### src/tcdm_pkg.sv
// ####################################################################
// shared definitions of the tcdm traffic engine: widths, typedefs,
// apb register map and the controller state encoding
// ####################################################################

package tcdm_pkg;

  localparam int unsigned MEM_WORDS  = 256;
  localparam int unsigned ADDR_W     = 8;   // word address, log2(MEM_WORDS)
  localparam int unsigned DATA_W     = 32;
  localparam int unsigned BE_W       = DATA_W / 8;
  localparam int unsigned LEN_W      = 9;   // 0..256 words
  localparam int unsigned COUNT_W    = 10;  // up to 2x max length
  localparam int unsigned APB_ADDR_W = 5;

  typedef logic [ADDR_W-1:0]     addr_t;
  typedef logic [DATA_W-1:0]     data_t;
  typedef logic [BE_W-1:0]       be_t;
  typedef logic [LEN_W-1:0]      len_t;
  typedef logic [COUNT_W-1:0]    count_t;
  typedef logic [APB_ADDR_W-1:0] apb_addr_t;

  // apb register map, byte offsets
  localparam apb_addr_t REG_CTRL      = 5'h00;
  localparam apb_addr_t REG_BASE      = 5'h04;
  localparam apb_addr_t REG_LEN       = 5'h08;
  localparam apb_addr_t REG_PATTERN   = 5'h0C;
  localparam apb_addr_t REG_STATUS    = 5'h10;
  localparam apb_addr_t REG_CHECKSUM  = 5'h14;
  localparam apb_addr_t REG_RSP_COUNT = 5'h18;

  // bit positions inside CTRL and STATUS
  localparam int unsigned CTRL_START_BIT  = 0;  // write-only, self clearing
  localparam int unsigned CTRL_FILTER_BIT = 1;
  localparam int unsigned STATUS_BUSY_BIT = 0;

  typedef enum logic [2:0] {
    ST_IDLE,
    ST_WRITE,
    ST_READ,
    ST_DRAIN,  // wait for last read response
    ST_DONE
  } fsm_state_e;

endpackage
### src/apb_cfg_regs.sv
// ####################################################################
// apb slave register file: job configuration, start pulse,
// status, checksum and response count readback
// ####################################################################

module apb_cfg_regs import tcdm_pkg::*; (
  input  logic      clk_i,
  input  logic      rst_ni,
  input  logic      psel,
  input  logic      penable,
  input  logic      pwrite,
  input  apb_addr_t paddr,
  input  data_t     pwdata,
  output data_t     prdata,
  output logic      pready,
  output logic      pslverr,
  output logic      start,
  output logic      filter_en,
  output addr_t     base,
  output len_t      len,
  output data_t     pattern,
  input  logic      busy,
  input  data_t     sum,
  input  count_t    count
);

  logic  access;
  logic  wr_en;
  logic  hit;      // offset is mapped
  logic  start_q;
  logic  filter_en_q;
  addr_t base_q;
  len_t  len_q;
  data_t pattern_q;

  assign access    = psel & penable;
  assign wr_en     = access & pwrite;
  assign pready    = 1'b1;  // zero wait states
  assign pslverr   = access & ~hit;
  assign start     = start_q;
  assign filter_en = filter_en_q;
  assign base      = base_q;
  assign len       = len_q;
  assign pattern   = pattern_q;

  // read mux and address decode
  always_comb begin
    hit    = 1'b1;
    prdata = '0;
    unique case (paddr)
      REG_CTRL:      prdata[CTRL_FILTER_BIT] = filter_en_q;  // start reads 0
      REG_BASE:      prdata = data_t'(base_q);
      REG_LEN:       prdata = data_t'(len_q);
      REG_PATTERN:   prdata = pattern_q;
      REG_STATUS:    prdata[STATUS_BUSY_BIT] = busy;
      REG_CHECKSUM:  prdata = sum;
      REG_RSP_COUNT: prdata = data_t'(count);
      default:       hit = 1'b0;
    endcase
  end

  always_ff @(posedge clk_i or negedge rst_ni) begin
    if (!rst_ni) begin
      start_q     <= 1'b0;
      filter_en_q <= 1'b0;
      base_q      <= '0;
      len_q       <= '0;
      pattern_q   <= '0;
    end else begin
      start_q <= wr_en && (paddr == REG_CTRL) && pwdata[CTRL_START_BIT]
                 && !busy && !start_q;  // one cycle pulse, only when idle
      if (wr_en) begin
        unique case (paddr)
          REG_CTRL:    filter_en_q <= pwdata[CTRL_FILTER_BIT];
          REG_BASE:    base_q      <= pwdata[$bits(addr_t)-1:0];
          REG_LEN:     len_q       <= pwdata[$bits(len_t)-1:0];
          REG_PATTERN: pattern_q   <= pwdata;
          default:     ;  // read-only or unmapped
        endcase
      end
    end
  end

  // controller must be idle whenever it sees start
  a_start_idle : assert property (
    @(posedge clk_i) disable iff (!rst_ni)
    start |-> !busy
  );

endmodule

### config.mk
export PLATFORM = sky130hd
export DESIGN_NAME = apb_cfg_regs
export DESIGN_NICKNAME = d
export VERILOG_FILES = /design/src/tcdm_pkg.sv /design/src/apb_cfg_regs.sv
export SDC_FILE = /design/constraint.sdc
export NUM_CORES = 1
export LEC_CHECK = 0
export BUFFER_PORTS_ARGS = -buffer_cell sky130_fd_sc_hd__buf_4
export CORE_MARGIN = 5
export CORE_UTILIZATION = 34
export DETAILED_ROUTE_END_ITERATION = 6
export PLACE_DENSITY = 0.79
export SYNTH_ARGS = -nofsm -noshare
export SYNTH_HDL_FRONTEND = slang
export SYNTH_SLANG_ARGS = --single-unit
### constraint.sdc
create_clock -name clk_i -period 2.06 [get_ports clk_i]
set_input_delay 0.412 -clock clk_i [delete_from_list [all_inputs] [get_ports clk_i]]
set_output_delay 0.412 -clock clk_i [all_outputs]
set_load 0.03 [all_outputs]
* Word level (Yosys, flattened, before mapping)
Cells that the tools add are included.
Storage, ports and cells: input bits 85, output and inout bits 85, register bits 51
Cells by class: equality and inequality tests 6, bitwise operators 4, mux-type cells 4, reduce and logical (&&, ||, !) cells 12
Operators by type and width (number):
- case mux 30 bit (5 select lines) | 1
- equality test 5 bit, second input constant | 3
- case mux 1 bit (6 select lines) | 2
- equality test 5 x 4 -> 1 bit, second input constant | 2
- AND reduction 2 bit | 4
- OR reduction 7 bit | 1
- equality test 5 x 3 -> 1 bit, second input constant | 1
- zero test 5 bit | 1
- logical AND 1 bit | 4
- bitwise AND 1 bit | 3
- zero test 1 bit | 2
- 2-to-1 mux 1 bit | 1
- inverter 1 bit | 1

* Depth between registers and ports, before layout
Gate-level depths: netlist of run 1.
word-level depth 6, gate-level depth with buffers 6, gate-level depth less buffers 3

* Worst setup path after synthesis of run 1
OpenSTA, ideal clock, no wires.
kind input to output, start input paddr[2], end output prdata[10], data arrival time 1.848 ns, slack -0.200 ns, stages on the path 6, path through buf_4 > or3b_1 > buf_2 > nor3b_4 > buf_6 > a22o_1
Between the ends: cells in the longest elaborated chain, start to end 2
RTL lines:
- from (decl) | line apb_cfg_regs.sv:12 | input apb_addr_t paddr,
- equality test 5 bit, or another cell as far along | line apb_cfg_regs.sv:50 | unique case (paddr)
- case mux 30 bit (5 select lines) * | line apb_cfg_regs.sv:50
- to (decl) | line apb_cfg_regs.sv:14 | output data_t prdata,
Mark *: on every way between the ends. The rest lies on a longest branch, timed or not.

* Worst setup path after layout of run 1
start input paddr[1], end output prdata[21]
Same word-level chain as after synthesis.

==> results of run 1 <==
[Yosys cell counts (3+ instances only)]
| library cell | number |
|---|---|
| nor2_1 | 3 |
| a32o_1 | 4 |
| buf_4 | 5 |
| dfrtp_1 | 51 |
| mux2_2 | 54 |
| a221o_1 | 6 |
| nand3b_1 | 3 |
| mux2i_1 | 5 |
| a22o_1 | 23 |
| buf_2 | 7 |
| nor3_1 | 4 |
| nand3_1 | 3 |
[worst register-to-register path: cells and delay by family (launching register included)]
kind / cells / cell delay [ns]
buffers and inverters: 1 / 0.14
multiplexers: 1 / 0.25
flip-flops: 1 / 0.39
[layer usage]
| layer | routed length (um) | part of all wire, % |
|---|---|---|
| met1 | 3870 | 40 |
| met2 | 5040 | 52 |
| met3 | 738 | 7.6 |
| met4 | 73 | 0.75 |
| met5 | 0 | 0 |
[worst max-delay path by stage]
stage | slack (ns) | startpoint | to | depth (start not counted)
global placement | -0.20 | paddr[4] | prdata[5] | 5
global route | -0.13 | paddr[1] | prdata[21] | 7
finish | -0.1 | paddr[1] | prdata[21] | 7
detailed placement | -0.23 | paddr[4] | prdata[4] | 5
CTS | -0.08 | paddr[1] | prdata[31] | 7
floorplan | -0.13 | paddr[2] | prdata[10] | 6
[cells by family (layout without fill, tap and decap cells)]
logic type             Yosys count  after routing  share of synthesized area [%]
muxes                           61             61                           25.4
DFF                             51             51                           47.6
AOI/OAI and AO/OA               43             43                           13.9
and+or+nand+nor                 33             33                           9.11
buffers and inverters           16            209                           3.83
other                            1              1                          0.140
[area by class of cell]
| type | count | area share (%) |
|---|---|---|
| clock buffers | 6 | 1.52 |
| multi-input cells | 138 | 32.5 |
| flip-flops and latches | 51 | 26.8 |
| well taps | 102 | 2.68 |
| repair buffers | 203 | 36.5 |
[report_power, final]
group | internal, mW | switching [mW]
logic | 0.363 | 0.377
clock network | 0.227 | 0.309
registers | 1.08 | 0.0715
total | 1.67 | 0.758
[per-stage QoR]
step           instance area, um^2  setup WS [ns]  instances  power [mW]
2_1_floorplan                 2790         -0.126        205        1.51
3_3_place_gp                  4350         -0.203        487        1.86
3_5_place_dp                  4350         -0.226        487        1.87
4_1_cts                       4710        -0.0768        499        2.45
5_1_grt                       4760         -0.132        500        2.55
6_report                      4760        -0.0996        500        2.43
[flip-flops by register name, summed over array words and instances (netlist names)]
name and flops:
pattern 32, len 9, base 8, filter_en 1
start 1
[timing repair]
action,CTS,global route
cloned,2,0
setup endpoints to repair,31,32
buffers inserted,5,1
pin swaps,2,1
hold buffers,0,0
resized for setup,47,8
==> impl_results.md, run 1 <==
- WP data required: about 1.7 ns
- CTS H-tree lvls: 2
- Initial drt markers: about 60
- GRT met1 Usage: 23.2%
- Number of buffers added on ports: 168
- Synth area leaders: dfrtp_1 (48%), mux2_2 (23%), a22o_1 (7.5%)
- Violated checks: setup timing
- Crit start category: input port
- Total gr overflow: 0
- Layout Nets: 484
- Wirelength per Cell: approximately 19 um
- Synth async-reset ratio: between 90% and 100%
- CP Capture Type: primary output
- Register area: 0.00128 mm^2
- Max Cap Viol: 0
- Critical Setup Path Class: input port to primary output
- Power per Cell Area: about 500 mW/mm^2
- Number of flops mapped to enable cells by yosys: 0
- I/O pin count: between 150 and 200
- Detailed-route DRC error count: 0
- Setup TNS: -1.50 ns
- Final hold viol count: 0
- RSZ-0062 raised after global routing: yes
- Clk_skew: 0 ns
- R2R depth: 2
- Starting Density: 34.8%
- Crit path top cell by count: buf_6
- Commonest non-fill, non-tap cell in the layout: buf_4
- Synth Area per Inst: between 10 and 15 um^2
- CTS tree: yes
- Die X: 98.8 um
- CTS clk-pin slew, worst paths: ~0.09 ns
- Vias: roughly 2600
- Clk sinks: between 50 and 60
- CP max stage delay: 0.42 ns
- Maximum fanout along the worst path: 11
- Core area: about 0.0077 mm^2
- Multi-input logic area: 0.00155 mm^2
- CP max stage cell: or3b_4
- HP Class: input port to asynchronous set/reset pin
- LEAKAGE: approximately 2.5 nW
- Gr usage total: between 15 and 20%
- CTS max path bufs: 2
- Number of global-route vias before repair: roughly 2900
- Initial antenna violation count: 0
- Endpoints failing setup: 23
- Synth area leader: dfrtp_1
- Fin crit period: approximately 2.2 ns
- Ys flop type: dfrtp_1
- Layout Utilization: 61.9%
- Status: finished, violations left
- Setup ws final: -0.0996 ns
- Die height: just under 100 um
- Delay-heaviest family, CP: simple AND/OR/NAND/NOR gates
- Slew margin rel.: between 50% and 60%
- GPL Wtd Cong: between 0.8 and 0.9
- Met2 GRT Util: roughly 35%
- Fill cell count: a little over 600
- Area grow syn2layout: 77.7%
- Drt pass-1 iters: 4
- Critical R2R Launch: base[2]$_DFFE_PN0P_
- Syn. warnings: 0
- Fin. max-slew vios: 0
- Row cnt: 32
- R2R Path End: base[2]$_DFFE_PN0P_
- Root buffer cell: clkbuf_8
- Worst-skew pair later-pin latency: around 0.30 ns
- Sequential area share after synthesis: a little under half
- Routed WL: 9720 um
- M3 GR Usage: 5.24%
- Gate count of the mapped netlist: between 200 and 250
- Yosys reg bits: just over 50
- Gr busiest metal: met2
- Buffers & Inverters on Critical Path: 4
- CTS buffer count: 5
- Arrival @ worst endpoint: ~1.8 ns
- Actual slew at the worst max-slew pin: ~0.66 ns
- Largest net degree at the start of global routing: 52
- Via/cell ratio: about 5.2
- Die area: 0.00975 mm^2
- Final worst path period share: 105%
- CP Cell Sequence: buf_8, or3b_4, nor3b_4, buf_6, buf_16, a22o_2, buf_6
- Post-DP HPWL: roughly 7200 um
- Syn nets: slightly below 300
- R2R Setup Slk: ~1.2 ns
- Most frequent cells in the layout: buf_4 (167), mux2_2 (54), dfrtp_1 (51), buf_6 (28), a22o_4 (20)
- Synth Cell Area: between 0.002 and 0.003 mm^2
- Layout cells sized above 1: between 70% and 80%
- Synth cell types: between 40 and 50
- First-pass GRT wire length: about 15000 um
- Fmax: around 460 MHz
- N_diodes: 0
- Synth top area share: a little under half
- Worst Hold Margin: 0.144 ns
- Antenna Nets Post-Route: 0
- Worst VDD drop: 0.000335 V
No activity file was read; power rests on OpenSTA's default activity.
==> run 2, diff against run 1 <==
--- a/config.mk
+++ b/config.mk
@@ -6,10 +6,12 @@
 export NUM_CORES = 1
 export LEC_CHECK = 0
 export BUFFER_PORTS_ARGS = -buffer_cell sky130_fd_sc_hd__buf_4
+export CELL_PAD_IN_SITES_DETAIL_PLACEMENT = 0
+export CELL_PAD_IN_SITES_GLOBAL_PLACEMENT = 2
 export CORE_MARGIN = 5
-export CORE_UTILIZATION = 34
+export CORE_UTILIZATION = 23
 export DETAILED_ROUTE_END_ITERATION = 6
-export PLACE_DENSITY = 0.79
+export PLACE_DENSITY = 0.88
 export SYNTH_ARGS = -nofsm -noshare
 export SYNTH_HDL_FRONTEND = slang
 export SYNTH_SLANG_ARGS = --single-unit
==> run 2 against run 1 <==
The run still ends with setup timing left. Largest cell class unchanged. Die area rose by 43%. Critical path type unchanged. Worst setup slack gained 0.013 ns. Final cell count rose by 7.4%. Combinational power is 2% lower.
==> impl_results.md, run 2 (same netlist as run 1, synthesis figures left out) <==
- Status: finished, violations left
- Violated checks: setup timing
- LEAKAGE: 2.50 nW (-0.33%)
- Pre-CTS setup slack: -0.235 ns (-0.00843 ns)
- Final worst path period share: 104% (-0.64 points)
- WP data required: 1.65 ns (about the same)
- Wirelength per Cell: 18.7 um (-3.9%)
- Total gr overflow: 0 (unchanged)
- Endpoints failing setup: 28 (+22%)
- Root buffer cell: clkbuf_16
- Met2 GRT Util: 23.2% (-12 points)
- CTS max path bufs: 2 (unchanged)
- Initial antenna violation count: 0 (unchanged)
- Tot Pwr: 2.85 mW (+17%)
- I/O pin count: 170 (unchanged)
- Layout cells sized above 1: 75.9% (-0.74 points)
- Worst Hold Margin: 0.160 ns (+0.0155 ns)
- Commonest non-fill, non-tap cell in the layout: buf_4
- Die X: 118 um (+19%)
- CTS clk-pin slew, worst paths: 0.07 ns (-0.02 ns)
- CTS H-tree lvls: 2 (unchanged)
- Maximum fanout along the worst path: 9 (-2)
- Clk sinks: 51 (unchanged)
- Die area: 0.0139 mm^2 (+43%)
- Fill cell count: 1074 (+78%)
- Worst VDD drop: 0.000300 V (-10%)
- CTS buffer count: 5 (unchanged)
- Setup ws final: -0.0863 ns (+0.0133 ns)
- Starting Density: 23.5% (-11 points)
- Post-DP HPWL: 7410 um (+3.2%)
- Number of global-route vias before repair: 2727 (-4.4%)
- Row cnt: 39 (+22%)
- Vias: 2559 (-1.3%)
- Drt pass-1 iters: 4 (unchanged)
- Number of buffers added on ports: 168 (unchanged)
- CTS tree: yes
- Layout Utilization: 42.2% (-20 points)
- Area grow syn2layout: 80.0%
- Arrival @ worst endpoint: 1.73 ns (-0.02 ns)
- Layout Nets: 478 (-1.2%)
- Via/cell ratio: 4.77 (-8.1%)
- RSZ-0062 raised after global routing: yes
- Routed WL: 10000 um (+3.2%)
- Largest net degree at the start of global routing: 52 (unchanged)
- First-pass GRT wire length: 15300 um (+0.18%)
- Clk_skew: 0 ns (unchanged)
- GPL Wtd Cong: 0.812 (-2.2%)
- Final hold viol count: 0 (unchanged)
- # hold bufs at CTS: 0 (unchanged)
- GRT met1 Usage: 16.2% (-7.0 points)
- Setup TNS: -1.59 ns (-0.0910 ns)
- Power per Cell Area: 591 mW/mm^2 (+16%)
- Detailed-route DRC error count: 0 (unchanged)
- Antenna Nets Post-Route: 0 (unchanged)
- Initial drt markers: 106 (+80%)
- M3 GR Usage: 3.41% (-1.8 points)
- Crit start category: input port
- HP Class: input port to asynchronous set/reset pin
- Fin crit period: 2.15 ns (-0.0133 ns)
- Worst-skew pair later-pin latency: 0.29 ns (about the same)
- Max Cap Viol: 0 (unchanged)
- Core area: 0.0114 mm^2 (+49%)
- Max reg flops: 32 (unchanged)
- Actual slew at the worst max-slew pin: 0.680 ns (+0.0220 ns)
- Fmax: 466 MHz (+0.62%)
- Critical Setup Path Class: input port to primary output
- Die height: 118 um (+19%)
- Fin. max-slew vios: 0 (unchanged)
- Most frequent cells in the layout: buf_4 (158), mux2_2 (54), dfrtp_1 (51), buf_6 (32), a22o_4 (18)
- CP Capture Type: primary output
- Gr busiest metal: met2
- N_diodes: 0 (unchanged)
- Gr usage total: 13.5% (-6.0 points)
- Slew margin rel.: 54.7% (-1.5 points)
==> run 2: area by class of cell <==
cell class              count  area [um^2]  area share (%)
multi-input cells         138         1510            31.2
clock inverters             2         35.0           0.727
well taps                 143          179            3.71
flip-flops and latches     51         1280            26.5
repair buffers            197         1690            35.0
clock buffers               6          139            2.88
==> run 2: what timing repair did <==
item / 4_1_cts / 5_1_grt
cloned: 1 / 1
pin swaps: 2 / 0
setup buffers: 1 / 1
gates resized for setup: 43 / 9
endpoints found under the setup margin: 29 / 29
==> run 2: worst max-delay path: stages <==
cell and delay (ns):
buf_8 0.10, or3b_4 0.42, nor3b_4 0.20, buf_6 0.17
clkbuf_16 0.17, a22o_2 0.14, buf_6 0.12
==> run 2: worst paths after layout <==
check / slack [ns] / startpoint / cells past startpoint / to
max in group asynchronous: 1.44 / rst_ni / 1 / pattern[19]$_DFFE_PN0P_
min reg2reg: 0.44 / start$_DFF_PN0_ / 1 / start$_DFF_PN0_
min in group clk_i: 0.28 / busy / 2 / start$_DFF_PN0_
max: -0.09 / paddr[1] / 7 / prdata[17]
max reg2reg: 1.24 / len[0]$_DFFE_PN0P_ / 1 / len[0]$_DFFE_PN0P_
min: 0.16 / rst_ni / 1 / len[2]$_DFFE_PN0P_
==> run 2: power by group <==
part	switching (mW)	internal, mW
registers	0.0700	1.08
clock network	0.370	0.605
logic	0.374	0.351
==> run 2: through the flow <==
| step | std cells | cell area (um^2) |
|---|---|---|
| after floorplan | 205 | 2790 |
| after global placement | 525 | 4380 |
| after detailed placement | 525 | 4380 |
| after CTS | 535 | 4730 |
| after global routing | 537 | 4820 |
| final | 537 | 4820 |
==> run 2: layer usage <==
layer | part of all wire [%] | routed length, um
met5 | 0 | 0
met1 | 40 | 4060
met3 | 6.2 | 621
met2 | 51 | 5110
met4 | 2.4 | 239
==> run 3, diff against run 2 <==
--- a/config.mk
+++ b/config.mk
@@ -15,3 +15,4 @@
 export SYNTH_ARGS = -nofsm -noshare
 export SYNTH_HDL_FRONTEND = slang
 export SYNTH_SLANG_ARGS = --single-unit
+export TNS_END_PERCENT = 1
==> run 3 against run 2 <==
The flow still finishes with violations (setup timing). Via count decreased by 0.16%. Die area did not move. Clock skew is the same. Sequential power hardly changed. Clock power is 21% lower. Non-clock buffer count rose by 3. Total power is 7.0% lower. Critical endpoint is now prdata[2]. Highest routed layer unchanged.
==> impl_results.md, run 3 (same netlist as run 1, synthesis figures left out) <==
- Status: finished, violations left
- Violated checks: setup timing
- Starting Density: 23.5% (unchanged)
- Maximum fanout along the worst path: 7 (-2)
- Number of buffers added on ports: 168 (unchanged)
- Antenna Nets Post-Route: 0 (unchanged)
- LEAKAGE: 2.49 nW (-0.39%)
- Die X: 118 um (unchanged)
- Clk sinks: 51 (unchanged)
- Setup crit end: prdata[2]
- Initial drt markers: 77 (-27%)
- R2R Path End: pattern[11]$_DFFE_PN0P_
- Endpoints failing setup: 28 (unchanged)
- Tot Pwr: 2.65 mW (-7.0%)
- Vias: 2555 (-0.16%)
- Area grow syn2layout: 79.7%
- Drt pass-1 iters: 4 (unchanged)
- Row cnt: 39 (unchanged)
- HP Class: input port to asynchronous set/reset pin
- Layout Utilization: 42.2% (-0.077 points)
- CTS max path bufs: 2 (unchanged)
- Critical Setup Path Class: input port to primary output
- GPL Wtd Cong: 0.791 (-2.6%)
- Final hold viol count: 0 (unchanged)
- Worst Hold Margin: 0.168 ns (+0.00806 ns)
- Clock network fraction of total power: 29.2% (-5.0 points)
- R2R Setup Slk: 1.24 ns (about the same)
- Cells after DPL: 527 (+0.38%)
- CP Capture Type: primary output
- RSZ-0062 raised after global routing: yes
- Fmax: 456 MHz (-2.1%)
- Slew margin rel.: 56.1% (+1.4 points)
- Fin crit period: 2.19 ns (+0.0458 ns)
- I/O pin count: 170 (unchanged)
- Placed cell area: 0.00432 mm^2 (-1.3%)
- Crit start category: input port
- Via/cell ratio: 4.75 (-0.34%)
- CTS H-tree lvls: 2 (unchanged)
- Gr usage total: 14.1% (+0.63 points)
- Final worst path period share: 106% (+2.2 points)
- Commonest non-fill, non-tap cell in the layout: buf_4
- Detailed-route DRC error count: 0 (unchanged)
- Actual slew at the worst max-slew pin: 0.658 ns (-0.0215 ns)
- Int Pwr: 1.87 mW (-8.3%)
- CTS buffer count: 5 (unchanged)
- Core area: 0.0114 mm^2 (unchanged)
- WP data required: 1.65 ns (about the same)
- Net Sw Power: 0.783 mW (-3.9%)
- Largest net degree at the start of global routing: 52 (unchanged)
- Setup TNS: -2.40 ns (-0.805 ns)
- Arrival @ worst endpoint: 1.78 ns (+0.05 ns)
- Worst VDD drop: 0.000250 V (-17%)
- Die height: 118 um (unchanged)
- Sequential share of power: 43.6% (+3.2 points)
- Die area: 0.0139 mm^2 (unchanged)
- Wirelength per Cell: 18.9 um (+0.97%)
- Initial antenna violation count: 0 (unchanged)
- Pre-CTS setup slack: -0.240 ns (-0.00565 ns)
- Setup ws final: -0.132 ns (-0.0458 ns)
- Non-filler cells, final: 538 (+0.19%)
- Final Cell Area: 0.00481 mm^2 (-0.18%)
- Layout Nets: 481 (+0.63%)
- Power per Cell Area: 551 mW/mm^2 (-6.8%)
- Clk_skew: 0 ns (unchanged)
- Crit path from: paddr[0]
- Fin. max-slew vios: 0 (unchanged)
- N_diodes: 0 (unchanged)
- Critical R2R Launch: pattern[11]$_DFFE_PN0P_
- Number of global-route vias before repair: 2774 (+1.7%)
- First-pass GRT wire length: 15800 um (+3.6%)
- Routed WL: 10100 um (+1.2%)
- Post-DP HPWL: 7580 um (+2.3%)
- CTS clk-pin slew, worst paths: 0.06 ns (about the same)
- Most frequent cells in the layout: buf_4 (159), mux2_2 (54), dfrtp_1 (51), buf_6 (33), a22o_4 (18)
- Max reg flops: 32 (unchanged)
- Worst-skew pair later-pin latency: 0.28 ns (about the same)
- Logic pwr share: 27.2% (+1.8 points)
- CTS tree: yes
- Total gr overflow: 0 (unchanged)
- Max Cap Viol: 0 (unchanged)
- Layout cells sized above 1: 73.4% (-2.5 points)
- R2R depth: 1 (unchanged)
- Root buffer cell: clkbuf_16
- Switching share of power: 29.5% (+0.97 points)
run 3: timing repair:
item,CTS,global route
hold buffers,0,0
gates cloned,2,0
pin swaps,7,4
gates resized for setup,46,15
buffers inserted,3,0
setup endpoints to repair,29,29
run 3: cell type report:
| cell class | instances | area, um^2 |
|---|---|---|
| multi-input cells | 138 | 1490 |
| flip-flops and latches | 51 | 1280 |
| fillers | 1074 | 6610 |
| repair buffers | 200 | 1740 |
| clock buffers | 6 | 129 |
| well taps | 143 | 179 |
run 3: power by group through the flow:
stage          logic [mW]  clock network (mW)  registers (mW)
2_1_floorplan       0.183                   0            1.32
3_3_place_gp        0.691                   0            1.17
3_5_place_dp        0.696                   0            1.17
4_1_cts             0.720               0.820            1.15
5_1_grt             0.767               0.856            1.17
6_report            0.720               0.775            1.16
run 3: routing by layer:
layer | global-route usage, % | up-vias | part of all wire, %
met5 | 0 | - | 0
met2 | 23.8 | 124 | 49
met3 | 5.09 | 9 | 8.1
met1 | 17.4 | 1246 | 42
met4 | 2.72 | 0 | 0.86
li1 | - | 1176 | -
run 3: how the worst min path moves through the flow:
stage | to | slack, ns | cells after the start
2_1_floorplan | base[0]$_DFFE_PN0P_ | 0.12 | 0
3_3_place_gp | start$_DFF_PN0_ | 0.43 | 1
3_5_place_dp | start$_DFF_PN0_ | 0.43 | 1
4_1_cts | pattern[14]$_DFFE_PN0P_ | 0.19 | 1
5_1_grt | pattern[13]$_DFFE_PN0P_ | 0.22 | 1
6_report | pattern[13]$_DFFE_PN0P_ | 0.17 | 1
run 3: worst max-delay path: stages:
cell	delay, ns
buf_8	0.10
or3b_4	0.42
nor3b_4	0.23
buf_6	0.18
buf_12	0.14
a221o_1	0.17
buf_6	0.13
